==> src/design/tlu_pkg.sv <==
package tlu_pkg;

    localparam int clk_divisor        = 8;   // TRIGGER_CLK cycles per TLU serial bit
    localparam int data_width         = 32;
    localparam int sr_width           = data_width * clk_divisor;
    localparam int glitch_wait_cycles = 5;   // short scintillator pulses glitch the trigger line
    localparam int sync_delay_cycles  = 3;   // minimum latch delay for sync

    // same encodings as the register map, 2'b01 behaves like no handshake
    typedef enum logic [1:0] {
        mode_no_handshake     = 2'b00,
        mode_simple_handshake = 2'b10,
        mode_data_handshake   = 2'b11
    } tlu_mode_e;

    typedef enum logic [2:0] {
        st_idle              = 3'b000,
        st_wait_trigger_low  = 3'b001,
        st_send_tlu_clock    = 3'b010,
        st_wait_before_latch = 3'b011,
        st_latch_data        = 3'b100,
        st_wait_ack          = 3'b101
    } tlu_state_e;

    typedef struct packed {
        tlu_mode_e  mode;
        logic [7:0] low_timeout;   // 0 disables the timeout
        logic [4:0] clock_cycles;  // 0 means 32
        logic [3:0] data_delay;
        logic       msb_first;
        logic       disable_veto;
    } tlu_config_t;

    typedef struct packed {
        logic busy;
        logic clock_enable;
        logic assert_veto;
        logic low_timeout_error;
        logic accept_error;
    } tlu_status_t;

    typedef struct packed {
        logic                  marker;   // always set
        logic [data_width-2:0] payload;
    } fifo_word_t;

endpackage

==> src/design/tlu_trigger_fsm.sv <==
`timescale 1ns/100ps

module tlu_trigger_fsm (
    input  logic                 TRIGGER_CLK,
    input  logic                 rst_n,
    input  logic                 trigger,
    input  logic                 trigger_flag,
    input  logic                 trigger_veto,
    input  logic                 trigger_enable,
    input  logic                 trigger_ack,
    input  tlu_pkg::tlu_config_t cfg,
    output logic                 accept_pulse,
    output logic                 latch_pulse,
    output tlu_pkg::tlu_status_t status
);
    import tlu_pkg::*;

    tlu_state_e state;
    tlu_state_e next;

    logic [7:0] low_cnt;       // cycles spent waiting for trigger low
    logic [8:0] tlu_clk_cnt;
    logic [4:0] wait_cnt;
    logic       acknowledged;  // ack seen since acceptance
    logic       handshake;
    logic       low_done;
    logic [5:0] clock_len;
    logic [8:0] clk_target;
    logic [4:0] wait_target;

    assign handshake = (cfg.mode == mode_simple_handshake) || (cfg.mode == mode_data_handshake);
    assign clock_len = (cfg.clock_cycles == 5'd0) ? 6'd32 : {1'b0, cfg.clock_cycles};
    assign clk_target = 9'(clock_len * clk_divisor);
    assign wait_target = 5'(cfg.data_delay + sync_delay_cycles);

    // trigger low is only trusted after the glitch window
    assign low_done = (low_cnt >= 8'(glitch_wait_cycles))
                      && (!trigger || status.low_timeout_error);

    always_comb
    begin
        next = state;
        case (state)
            st_idle:
            begin
                if (!trigger_ack && trigger_enable
                    && (trigger_flag || (handshake && trigger))
                    && (!trigger_veto || handshake))
                    next = st_wait_trigger_low;
            end
            st_wait_trigger_low:
            begin
                if (!handshake)
                    next = st_latch_data;  // no need to wait for trigger low
                else if (low_done)
                    next = (cfg.mode == mode_data_handshake) ? st_send_tlu_clock : st_latch_data;
            end
            st_send_tlu_clock:
            begin
                if (tlu_clk_cnt == clk_target)
                    next = st_wait_before_latch;
            end
            st_wait_before_latch:
            begin
                if (wait_cnt == wait_target)
                    next = st_latch_data;
            end
            st_latch_data:
                next = st_wait_ack;
            st_wait_ack:
            begin
                if (trigger_ack || acknowledged)
                    next = st_idle;
            end
            default:
                next = st_idle;
        endcase
    end

    always_ff @(posedge TRIGGER_CLK or negedge rst_n)
    begin
        if (!rst_n)
            state <= st_idle;
        else
            state <= next;
    end

    // outputs are registered from next, so they line up with the state
    always_ff @(posedge TRIGGER_CLK or negedge rst_n)
    begin
        if (!rst_n)
        begin
            low_cnt      <= '0;
            tlu_clk_cnt  <= '0;
            wait_cnt     <= '0;
            acknowledged <= 1'b0;
            accept_pulse <= 1'b0;
            latch_pulse  <= 1'b0;
            status       <= '0;
        end
        else
        begin
            accept_pulse        <= (next == st_wait_trigger_low) && (state != st_wait_trigger_low);
            latch_pulse         <= (next == st_latch_data);
            status.busy         <= (next != st_idle);  // drops with the return to idle
            status.clock_enable <= (next == st_send_tlu_clock);

            if (next == st_wait_trigger_low)
            begin
                if (low_cnt != 8'hff)
                    low_cnt <= low_cnt + 8'd1;  // saturates
                if (cfg.low_timeout != 8'd0 && low_cnt >= cfg.low_timeout)
                    status.low_timeout_error <= 1'b1;
            end
            else
                low_cnt <= '0;

            tlu_clk_cnt <= (next == st_send_tlu_clock) ? tlu_clk_cnt + 9'd1 : 9'd0;
            wait_cnt    <= (next == st_wait_before_latch) ? wait_cnt + 5'd1 : 5'd0;

            if (next == st_idle)
            begin
                acknowledged             <= 1'b0;
                status.low_timeout_error <= 1'b0;
                status.assert_veto       <= !trigger_enable || (trigger_veto && !cfg.disable_veto);
                status.accept_error      <= trigger && trigger_enable;
            end
            else if (trigger_ack)
                acknowledged <= 1'b1;
        end
    end

    // TLU clock only while the number is clocked out, data mode only
    a_clock_enable_in_send: assert property (@(posedge TRIGGER_CLK) disable iff (!rst_n)
        status.clock_enable |-> (state == st_send_tlu_clock)
                                && (cfg.mode == mode_data_handshake)
                                && (tlu_clk_cnt != 9'd0) && (tlu_clk_cnt <= clk_target))
        else $error("clock_enable high outside the TLU clock window");

    // a trigger is only taken from idle
    a_accept_latch_apart: assert property (@(posedge TRIGGER_CLK) disable iff (!rst_n)
        accept_pulse |-> !latch_pulse && ($past(state) == st_idle))
        else $error("accept_pulse not from idle or together with latch_pulse");

endmodule

==> src/design/tlu_data_receiver.sv <==
`timescale 1ns/100ps

module tlu_data_receiver (
    input  logic                           TRIGGER_CLK,
    input  logic                           rst_n,
    input  logic                           trigger,
    input  logic                           latch_pulse,
    input  tlu_pkg::tlu_config_t           cfg,
    output logic [tlu_pkg::data_width-1:0] trigger_number
);
    import tlu_pkg::*;

    logic [sr_width-1:0]   data_sr;      // newest sample in bit 0
    logic [5:0]            bit_count;    // number bits kept, first bit sent is dropped
    logic [data_width-1:0] number_next;

    assign bit_count = (cfg.clock_cycles == 5'd0) ? 6'd31 : ({1'b0, cfg.clock_cycles} - 6'd1);

    // oversampled serial stream, clk_divisor samples per bit
    always_ff @(posedge TRIGGER_CLK)
    begin
        data_sr <= {data_sr[sr_width-2:0], trigger};
    end

    // last bit sent sits in the lowest window, one sample per window
    always_comb
    begin
        number_next = '0;
        for (int n = 0; n < data_width - 1; n++)
        begin
            if (n < int'(bit_count))
            begin
                if (cfg.msb_first)
                    number_next[n] = data_sr[n * clk_divisor + clk_divisor - 1];
                else
                    number_next[n] = data_sr[(int'(bit_count) - 1 - n) * clk_divisor
                                             + clk_divisor - 1];
            end
        end
    end

    always_ff @(posedge TRIGGER_CLK or negedge rst_n)
    begin
        if (!rst_n)
            trigger_number <= '0;
        else if (latch_pulse)
            trigger_number <= number_next;  // upper bits stay zero
    end

    // number only moves on a latch
    a_number_stable: assert property (@(posedge TRIGGER_CLK) disable iff (!rst_n)
        !latch_pulse |=> $stable(trigger_number))
        else $error("trigger_number changed without latch_pulse");

endmodule

==> src/design/tlu_fifo_formatter.sv <==
`timescale 1ns/100ps

module tlu_fifo_formatter (
    input  logic                           TRIGGER_CLK,
    input  logic                           rst_n,
    input  logic                           accept_pulse,
    input  logic                           latch_pulse,
    input  logic [tlu_pkg::data_width-1:0] trigger_number,
    input  logic [tlu_pkg::data_width-1:0] timestamp,
    input  tlu_pkg::tlu_mode_e             mode,
    output logic                           fifo_write,
    output tlu_pkg::fifo_word_t            fifo_data
);
    import tlu_pkg::*;

    logic [data_width-1:0] timestamp_q;  // timestamp closest to the trigger

    always_ff @(posedge TRIGGER_CLK)
    begin
        if (accept_pulse)
            timestamp_q <= timestamp;
    end

    // one cycle after the latch, so the new number is already there
    always_ff @(posedge TRIGGER_CLK or negedge rst_n)
    begin
        if (!rst_n)
            fifo_write <= 1'b0;
        else
            fifo_write <= latch_pulse;
    end

    always_comb
    begin
        fifo_data.marker = 1'b1;
        if (mode == mode_data_handshake)
            fifo_data.payload = trigger_number[data_width-2:0];
        else
            fifo_data.payload = timestamp_q[data_width-2:0];  // timestamp in the other modes
    end

endmodule

==> src/design/tlu_controller.sv <==
`timescale 1ns/100ps

module tlu_controller (
    input  logic                           TRIGGER_CLK,
    input  logic                           rst_n,
    input  logic                           trigger,          // TLU trigger line
    input  logic                           trigger_flag,
    input  logic                           trigger_veto,
    input  logic                           trigger_enable,
    input  logic                           trigger_ack,
    input  tlu_pkg::tlu_config_t           cfg,
    input  logic [tlu_pkg::data_width-1:0] timestamp,
    output logic                           fifo_write,
    output tlu_pkg::fifo_word_t            fifo_data,
    output logic                           trigger_accepted,
    output tlu_pkg::tlu_status_t           status
);
    import tlu_pkg::*;

    logic                  accept_pulse;
    logic                  latch_pulse;
    logic [data_width-1:0] trigger_number;

    assign trigger_accepted = accept_pulse;

    // control path, counters and status
    tlu_trigger_fsm u_tlu_trigger_fsm (
        .TRIGGER_CLK    (TRIGGER_CLK),
        .rst_n          (rst_n),
        .trigger        (trigger),
        .trigger_flag   (trigger_flag),
        .trigger_veto   (trigger_veto),
        .trigger_enable (trigger_enable),
        .trigger_ack    (trigger_ack),
        .cfg            (cfg),
        .accept_pulse   (accept_pulse),
        .latch_pulse    (latch_pulse),
        .status         (status)
    );

    // serial trigger number from the TLU
    tlu_data_receiver u_tlu_data_receiver (
        .TRIGGER_CLK    (TRIGGER_CLK),
        .rst_n          (rst_n),
        .trigger        (trigger),
        .latch_pulse    (latch_pulse),
        .cfg            (cfg),
        .trigger_number (trigger_number)
    );

    tlu_fifo_formatter u_tlu_fifo_formatter (
        .TRIGGER_CLK    (TRIGGER_CLK),
        .rst_n          (rst_n),
        .accept_pulse   (accept_pulse),
        .latch_pulse    (latch_pulse),
        .trigger_number (trigger_number),
        .timestamp      (timestamp),
        .mode           (cfg.mode),
        .fifo_write     (fifo_write),
        .fifo_data      (fifo_data)
    );

endmodule

==> config.mk <==
export PLATFORM = sky130hd
export DESIGN_NAME = tlu_controller
export DESIGN_NICKNAME = d
export VERILOG_FILES = /design/src/design/tlu_pkg.sv /design/src/design/tlu_trigger_fsm.sv /design/src/design/tlu_data_receiver.sv /design/src/design/tlu_fifo_formatter.sv /design/src/design/tlu_controller.sv
export SDC_FILE = /design/constraint.sdc
export NUM_CORES = 1
export LEC_CHECK = 0
export BUFFER_PORTS_ARGS = -buffer_cell sky130_fd_sc_hd__buf_2
export CAP_MARGIN = 5
export CORE_ASPECT_RATIO = 1.25
export CORE_UTILIZATION = 30
export CTS_BUF_LIST = sky130_fd_sc_hd__clkbuf_4 sky130_fd_sc_hd__clkbuf_8
export DETAILED_ROUTE_END_ITERATION = 7
export SYNTH_ARGS = -nofsm -noshare
export SYNTH_HDL_FRONTEND = slang
export SYNTH_HIERARCHICAL = 1
export SYNTH_SLANG_ARGS = --single-unit
==> constraint.sdc <==
create_clock -name TRIGGER_CLK -period 2.77 [get_ports TRIGGER_CLK]
set_input_delay 0.277 -clock TRIGGER_CLK [delete_from_list [all_inputs] [get_ports TRIGGER_CLK]]
set_output_delay 0.277 -clock TRIGGER_CLK [all_outputs]
set_load 0.02 [all_outputs]
# --- Word-level counts from Yosys, hierarchy flattened ---
# Index checks and enable logic that the tools add are counted.
# W data, S select, Z words.
word_totals:
  ff_bits: 352
  inputBits: 60
  out_inout_bits: 39
  word_cells: 398
classes:
  n_addsub: 98
  order_cmp: 64
  eq_ne: 16
  muxes: 175
  reduce_logical: 29
ops:
  columns: ["cell", "n"]
  rows:
  - ["$lt A32 B10 Y1 const B", 31]
  - ["$sub A32 B2 Y32 const B", 31]
  - ["$add A32 B5 Y32 const B", 30]
  - ["$bmux W1 S8", 31]
  - ["$mux W1", 128]
  - ["$sub A7 B6 Y8 const B", 15]
  - ["$lt A5 B6 Y1 const A", 15]
  - ["$sub A7 B5 Y8 const B", 8]
  - ["$lt A4 B6 Y1 const A", 8]
  - ["$sub A7 B4 Y8 const B", 4]
  - ["$mux W31", 1]
  - ["$lt A3 B6 Y1 const A", 4]
  - ["$mux W3", 7]
  - ["$pmux W3 S6", 1]
  - ["$mux W8", 2]
  - ["$sub A7 B3 Y8 const B", 2]
  - ["$eq A3 B2 Y1 const B", 4]
  - ["$lt A1 B6 Y1 const A", 2]
  - ["$lt A2 B6 Y1 const A", 2]
  - ["$mux W6", 2]
  - ["$add A10 B5 Y11 const B", 1]
  - ["$add A9 B1 Y9 const B", 1]
  - ["$eq A3 B3 Y1 const B", 3]
  - ["$eq A9 B9 Y1", 1]
  - ["other kinds (26)", 48]

# --- Depth between registers and ports, before layout ---
depth:
  word_depth: 11
  depth_mapped: 22
  depth_no_buf: 17

# --- Modules after synthesis ---
# The synthesis kept the hierarchy.
modules_own_cells:
  columns: ["module", "instances", "cells_each", "area_per_inst_um2", "seq_area_each_um2"]
  rows:
  - ["tlu_data_receiver", 1, 715, 9564.2, 5900.7]
  - ["tlu_trigger_fsm", 1, 203, 1966.9, 825.8]
  - ["tlu_fifo_formatter", 1, 69, 1468.9, 955.9]

# --- Worst setup path after synthesis ---
# No wires, ideal clock.
synth_timing:
  path_type: "input to register"
  from: "input port cfg[6] (netlist name)"
  to: "register u_tlu_data_receiver/trigger_number[22] (netlist name)"
  setup_time_ns: 0.132
  arrival_ns: 4.964
  required_time_ns: 2.638
  path_slack_ns: -2.325
  cell_stages: 21
  n_path_buf: 6
  cell_sequence: "clkbuf_1 inv_1 ha_1 or3b_1 buf_6 o21ai_4 inv_4 buf_2 ha_1 clkbuf_1 a211oi_1 or2_0 clkbuf_1 buf_1 ha_1 inv_1 xnor2_1 mux4_2 mux2_2 o21ai_1 o21ai_1"
synth_between:
  elab_chain_len: 11
  word_cells_on_any_way: 13
  cone_classes: "add/sub (5); order compare (1); mux (6); reduce/logical (1)"
synth_rtl:
  columns: ["item", "line_no", "source"]
  rows:
  - ["from (decl)", "tlu_controller.sv:11", "input tlu_pkg::tlu_config_t cfg,"]
  - ["$sub A5 B1 Y6 / $logic_not A5 Y1 (equally long branches)", "tlu_data_receiver.sv:17", "assign bit_count = (cfg.clock_cycles == 5'd0) ? 6'd31 : ({1'b0, cfg.clock_cycles} - 6'd1);"]
  - ["$mux W6 (*)", "tlu_data_receiver.sv:17", null]
  - ["$sub A6 B1 Y7", "tlu_data_receiver.sv:36", "number_next[n] = data_sr[(int'(bit_count) - 1 - n) * clk_divisor"]
  - ["$sub A7 B6 Y8", "tlu_data_receiver.sv:36", null]
  - ["$add A32 B5 Y32", "tlu_data_receiver.sv:37", "+ clk_divisor - 1];"]
  - ["$sub A32 B2 Y32", "tlu_data_receiver.sv:37", null]
  - ["$bmux W1 S8", "tlu_data_receiver.sv:36", null]
  - ["$mux W1 (implied by the code) (2 in series)", "tlu_data_receiver.sv:36", null]
  - ["$mux W1", "tlu_data_receiver.sv:33", "if (cfg.msb_first)"]
  - ["$mux W1 (*)", "tlu_data_receiver.sv:31", "if (n < int'(bit_count))"]
  - ["to (signal assigned)", "tlu_data_receiver.sv:47", "trigger_number <= number_next;"]
  - ["to (decl)", "tlu_data_receiver.sv:9", "output logic [tlu_pkg::data_width-1:0] trigger_number"]
# Mark *: on every way between the ends. The rest lies on a longest branch, timed or not. The select of a mux whose other input is x is not followed.
# A chain may end at the register's enable or synchronous reset.

# --- Worst setup path after layout ---
layout_timing:
  from: "input port cfg[7] (netlist name)"
  to: "register u_tlu_data_receiver/trigger_number[6] (netlist name)"
layout_between:
  elab_chain_len: 11
  word_cells_on_any_way: 13
  cone_classes: "add/sub (5); order compare (1); mux (6); reduce/logical (1)"
layout_rtl:
  columns: ["item", "line_no"]
  rows:
  - ["$sub A5 B1 Y6 / $logic_not A5 Y1 (equally long branches)", "tlu_data_receiver.sv:17"]
  - ["$mux W6 (*)", "tlu_data_receiver.sv:17"]
  - ["$sub A6 B1 Y7", "tlu_data_receiver.sv:36"]
  - ["$sub A7 B4 Y8", "tlu_data_receiver.sv:36"]
  - ["$add A32 B5 Y32", "tlu_data_receiver.sv:37"]
  - ["$sub A32 B2 Y32", "tlu_data_receiver.sv:37"]
  - ["$bmux W1 S8", "tlu_data_receiver.sv:36"]
  - ["$mux W1 (implied by the code) (2 in series)", "tlu_data_receiver.sv:36"]
  - ["$mux W1", "tlu_data_receiver.sv:33"]
  - ["$mux W1 (*)", "tlu_data_receiver.sv:31"]
# Marks and branches as above.

==> flow_results.xml <==
<?xml version="1.0" encoding="UTF-8"?>
<metrics>
  <group name="sta">
    <metric name="finalSetupViolations" unit="">18</metric>
    <metric name="final_max_slew_violation_count" unit="">0</metric>
    <metric name="maxClockFrequency" unit="MHz">341</metric>
    <metric name="worst-slew-pin-transition" unit="ns">0.891</metric>
    <metric name="final_period_utilization" unit="%">106</metric>
    <metric name="period_minus_slack" unit="ns">2.93</metric>
    <metric name="fin_worst_skew" unit="ns">0.0305</metric>
    <metric name="fin_ws" unit="ns">-0.160</metric>
    <metric name="unrepaired_setup_endpoints_after_global_routing" unit="">yes</metric>
    <metric name="setup_tns" unit="ns">-1.07</metric>
    <metric name="final_hold_viol_count" unit="">0</metric>
    <metric name="timing.slew.headroom" unit="%">40.6</metric>
  </group>
  <group name="critical_path">
    <metric name="required_time_of_the_critical_path" unit="ns">3.26</metric>
    <metric name="critPathSlowestCell" unit="">mux4_2</metric>
    <metric name="critPathMostFrequentCell" unit="">inv_4</metric>
    <metric name="timing.critical_path.cells" unit="">buf_6 &gt; inv_4 &gt; ha_4 &gt; or3b_4 &gt; buf_6 &gt; o21ai_4 &gt; inv_4 &gt; ha_4 &gt; inv_4 &gt; nor3_2 &gt; or2_4 &gt; buf_6 &gt; ha_4 &gt; inv_4 &gt; xnor2_4 &gt; mux4_2 &gt; mux2i_2 &gt; a21oi_2 &gt; a21o_1</metric>
    <metric name="timing.setup.critical_path_class" unit="">in2reg</metric>
    <metric name="slowest_delay" unit="ns">0.58</metric>
    <metric name="critPathCaptureType" unit="">flip-flop</metric>
    <metric name="arrival" unit="ns">3.42</metric>
    <metric name="timing.critical_path.from_type" unit="">primary input</metric>
    <metric name="worstReg2RegStart" unit="">u_tlu_trigger_fsm/low_cnt[6]</metric>
    <metric name="worstSetupStartpoint" unit="">cfg[7]</metric>
    <metric name="largest_driver_fanout_on_the_critical_path" unit="">4</metric>
  </group>
  <group name="global_route">
    <metric name="grt_start_max_net_pins" unit="">66</metric>
    <metric name="initial_antenna_violation_count" unit="">1</metric>
    <metric name="grt.total_usage" unit="%">14.3</metric>
    <metric name="number_of_global_route_vias_before_repair" unit="">8870</metric>
    <metric name="global_route_wire_length_before_repair" unit="mm">49.1</metric>
    <metric name="grt_overflow" unit="">0</metric>
  </group>
  <group name="final_layout">
    <metric name="sequential_cell_area" unit="µm²">7680</metric>
    <metric name="post_route_cells_drive_above_1_share" unit="%">37.8</metric>
    <metric name="flow.area_growth_from_synthesis" unit="%">33.0</metric>
    <metric name="fin_util" unit="%">40.8</metric>
    <metric name="multi_input_area" unit="µm²">5550</metric>
    <metric name="post-route-cell-area" unit="µm²">17300</metric>
    <metric name="fill_cells" unit="">3904</metric>
    <metric name="finalNonFillerCells" unit="">1854</metric>
    <metric name="finalNetCount" unit="">1338</metric>
  </group>
  <group name="worst_hold_path">
    <metric name="min_path_type" unit="">in2reg</metric>
    <metric name="hold_path.startpoint" unit="">trigger_flag</metric>
  </group>
  <group name="floorplan">
    <metric name="placeableCoreArea" unit="µm²">42400</metric>
    <metric name="design.portCount" unit="">99</metric>
    <metric name="floorplan.initialDensity" unit="%">30.7</metric>
    <metric name="die_height" unit="µm">235</metric>
    <metric name="rows" unit="">84</metric>
    <metric name="die_area" unit="µm²">44100</metric>
    <metric name="floorplan.die.width" unit="µm">188</metric>
  </group>
  <group name="cts">
    <metric name="clk_root_buffer_cell" unit="">clkbuf_8</metric>
    <metric name="clkSlewWorstSetupHoldPaths" unit="ns">0.07</metric>
    <metric name="tritoncts.num_buffers" unit="">53</metric>
    <metric name="cts_tree" unit="">done</metric>
    <metric name="clock_path_buffers" unit="">3</metric>
    <metric name="cts.htree.levels" unit="">2</metric>
    <metric name="worstSkewPairLatency" unit="ns">0.60</metric>
    <metric name="clkSinkCount" unit="">352</metric>
  </group>
  <group name="routing">
    <metric name="detail-route-antenna-nets" unit="">0</metric>
    <metric name="remaining_drc_errors" unit="">0</metric>
    <metric name="via_per_inst" unit="">4.70</metric>
    <metric name="routed_wirelength" unit="mm">31.9</metric>
    <metric name="detailedRoute.firstPassIterationCount" unit="">5</metric>
    <metric name="first_iter_violations" unit="">594</metric>
    <metric name="route.vias.total" unit="">8718</metric>
    <metric name="avgRoutedWirePerCell" unit="µm">17.2</metric>
  </group>
  <group name="placed_design">
    <metric name="hpwlAfterDp" unit="mm">22.4</metric>
    <metric name="gpl.final_weighted_congestion" unit="">0.914</metric>
    <metric name="detailed_place.area" unit="µm²">15000</metric>
    <metric name="place.detailed.instances" unit="">1698</metric>
    <metric name="place.port_buffers" unit="">96</metric>
  </group>
  <group name="logic_synthesis">
    <metric name="syn_area_per_cell" unit="µm²">13.2</metric>
    <metric name="synth_area" unit="µm²">13000</metric>
    <metric name="synthesized_netlist_net_count" unit="">1072</metric>
    <metric name="syn_warnings" unit="">6</metric>
    <metric name="syn-instance-count" unit="">985</metric>
  </group>
  <group name="run">
    <metric name="cap_violations" unit="">0</metric>
  </group>
  <group name="power">
    <metric name="worst_vdd_ir" unit="V">0.000371</metric>
    <metric name="static-leakage-power" unit="µW">0.00726</metric>
    <metric name="power.density_cell_area" unit="nW/µm²">748</metric>
  </group>
  <group name="run_status">
    <metric name="failed_checks" unit="">setup timing</metric>
    <metric name="run_status" unit="">complete, but fails checks</metric>
  </group>
</metrics>
==> where the power goes <==
group / total, µW / switching [µW] / internal (µW)
registers: 5650 / 214 / 5430
clock network: 4640 / 1900 / 2740
logic: 2620 / 1300 / 1320
total: 12900 / 3420 / 9490
==> path summary, 6_finish.rpt <==
check / endpoint / slack (ns) / depth (start not counted)
worst max-delay path: u_tlu_data_receiver/trigger_number[6] / -0.16 / 19
worst min-delay path: u_tlu_trigger_fsm/accept_pulse / 0.05 / 3
worst max register to register: u_tlu_trigger_fsm/status[2] / 0.32 / 7
worst min register to register: u_tlu_data_receiver/data_sr[171] / 0.31 / 0
max in group asynchronous: u_tlu_data_receiver/trigger_number[15] / 1.76 / 3
min in group asynchronous: u_tlu_trigger_fsm/low_cnt[3] / 0.42 / 3
==> layer usage <==
layer / wire length [µm] / GRT usage [%] / up-vias
li1: - / - / 4075
met1: 13400 / 17.4 / 4320
met2: 15600 / 23.7 / 255
met3: 1470 / 2.60 / 68
met4: 1360 / 7.74 / 0
met5: 0 / 0 / -
==> state kept, by name, indices dropped and copies added, names as in the netlist <==
| signal | cells |
|---|---|
| u_tlu_trigger_fsm/acknowledged | 1 |
| u_tlu_trigger_fsm/tlu_clk_cnt | 9 |
| u_tlu_trigger_fsm/latch_pulse | 1 |
| u_tlu_fifo_formatter/fifo_write | 1 |
| u_tlu_fifo_formatter/timestamp_q | 31 |
| u_tlu_trigger_fsm/status | 5 |
| u_tlu_data_receiver/trigger_number | 31 |
| u_tlu_trigger_fsm/low_cnt | 8 |
| u_tlu_data_receiver/data_sr | 256 |
| u_tlu_trigger_fsm/state | 3 |
| u_tlu_trigger_fsm/accept_pulse | 1 |
| u_tlu_trigger_fsm/wait_cnt | 5 |
==> cell type report <==
| class | count | share of cell area (%) |
|---|---|---|
| timing repair buffer | 250 | 11.2 |
| clock inverter | 14 | 1.06 |
| tap | 559 | 4.05 |
| clock buffer | 84 | 5.93 |
| inverter | 43 | 1.09 |
| sequential | 352 | 44.5 |
| multi-input combinational | 551 | 32.1 |
| antenna | 1 | 0.0145 |
==> worst max-delay path: cells and delay by family <==
kind | cells | cell delay, ns
muxes | 2 | 0.83
and+or+nand+nor | 3 | 0.66
buffers and inverters | 7 | 0.59
AOI/OAI and AO/OA | 3 | 0.45
adders and majority gates | 3 | 0.45
xor gates and xnor gates | 1 | 0.14
==> what timing repair did <==
item,in CTS,in global routing
endpoints found under the setup margin,30,31
buffers inserted,11,10
pin swaps,16,16
cloned,1,2
hold buffers,35,0
resized for setup,36,72
hold endpoints to repair,100,0
==> stage by stage <==
step                setup slack (ns)  hold WS, ns  power [µW]
finish                        -0.160       0.0534       12900
global placement              -0.969        0.310        7980
detailed placement             -1.04        0.312        8020
floorplan                      -1.34      -0.0186        7200
global route                  -0.249       0.0720       13500
CTS                           -0.153      0.00862       12800
==> layout by cell type, fill, tap and decap left out, types with 6 or more instances in the layout <==
master	count
xor2_1	18
ha_1	19
nand2b_1	9
clkbuf_4	21
inv_1	35
xnor2_1	16
buf_4	98
a211oi_1	10
dlygate4sd3_1	35
mux2i_1	40
o21ai_0	20
a221oi_1	6
xnor2_2	8
o221ai_1	12
ha_4	6
buf_12	9
o2bb2ai_1	9
buf_6	10
mux2i_2	15
clkbuf_8	63
a22o_1	8
dfxtp_1	256
mux4_2	40
buf_2	94
dfrtp_1	65
edfxtp_1	31
nand2_1	31
xnor2_4	8
nor2_1	47
nor2b_1	14
nand3_1	14
mux2_4	32
mux2_2	9
nor3_1	11
a21oi_1	20
clkinv_2	6
nand4_1	6
o21ai_1	6
Note: power is estimated with default switching activity, not from simulation.
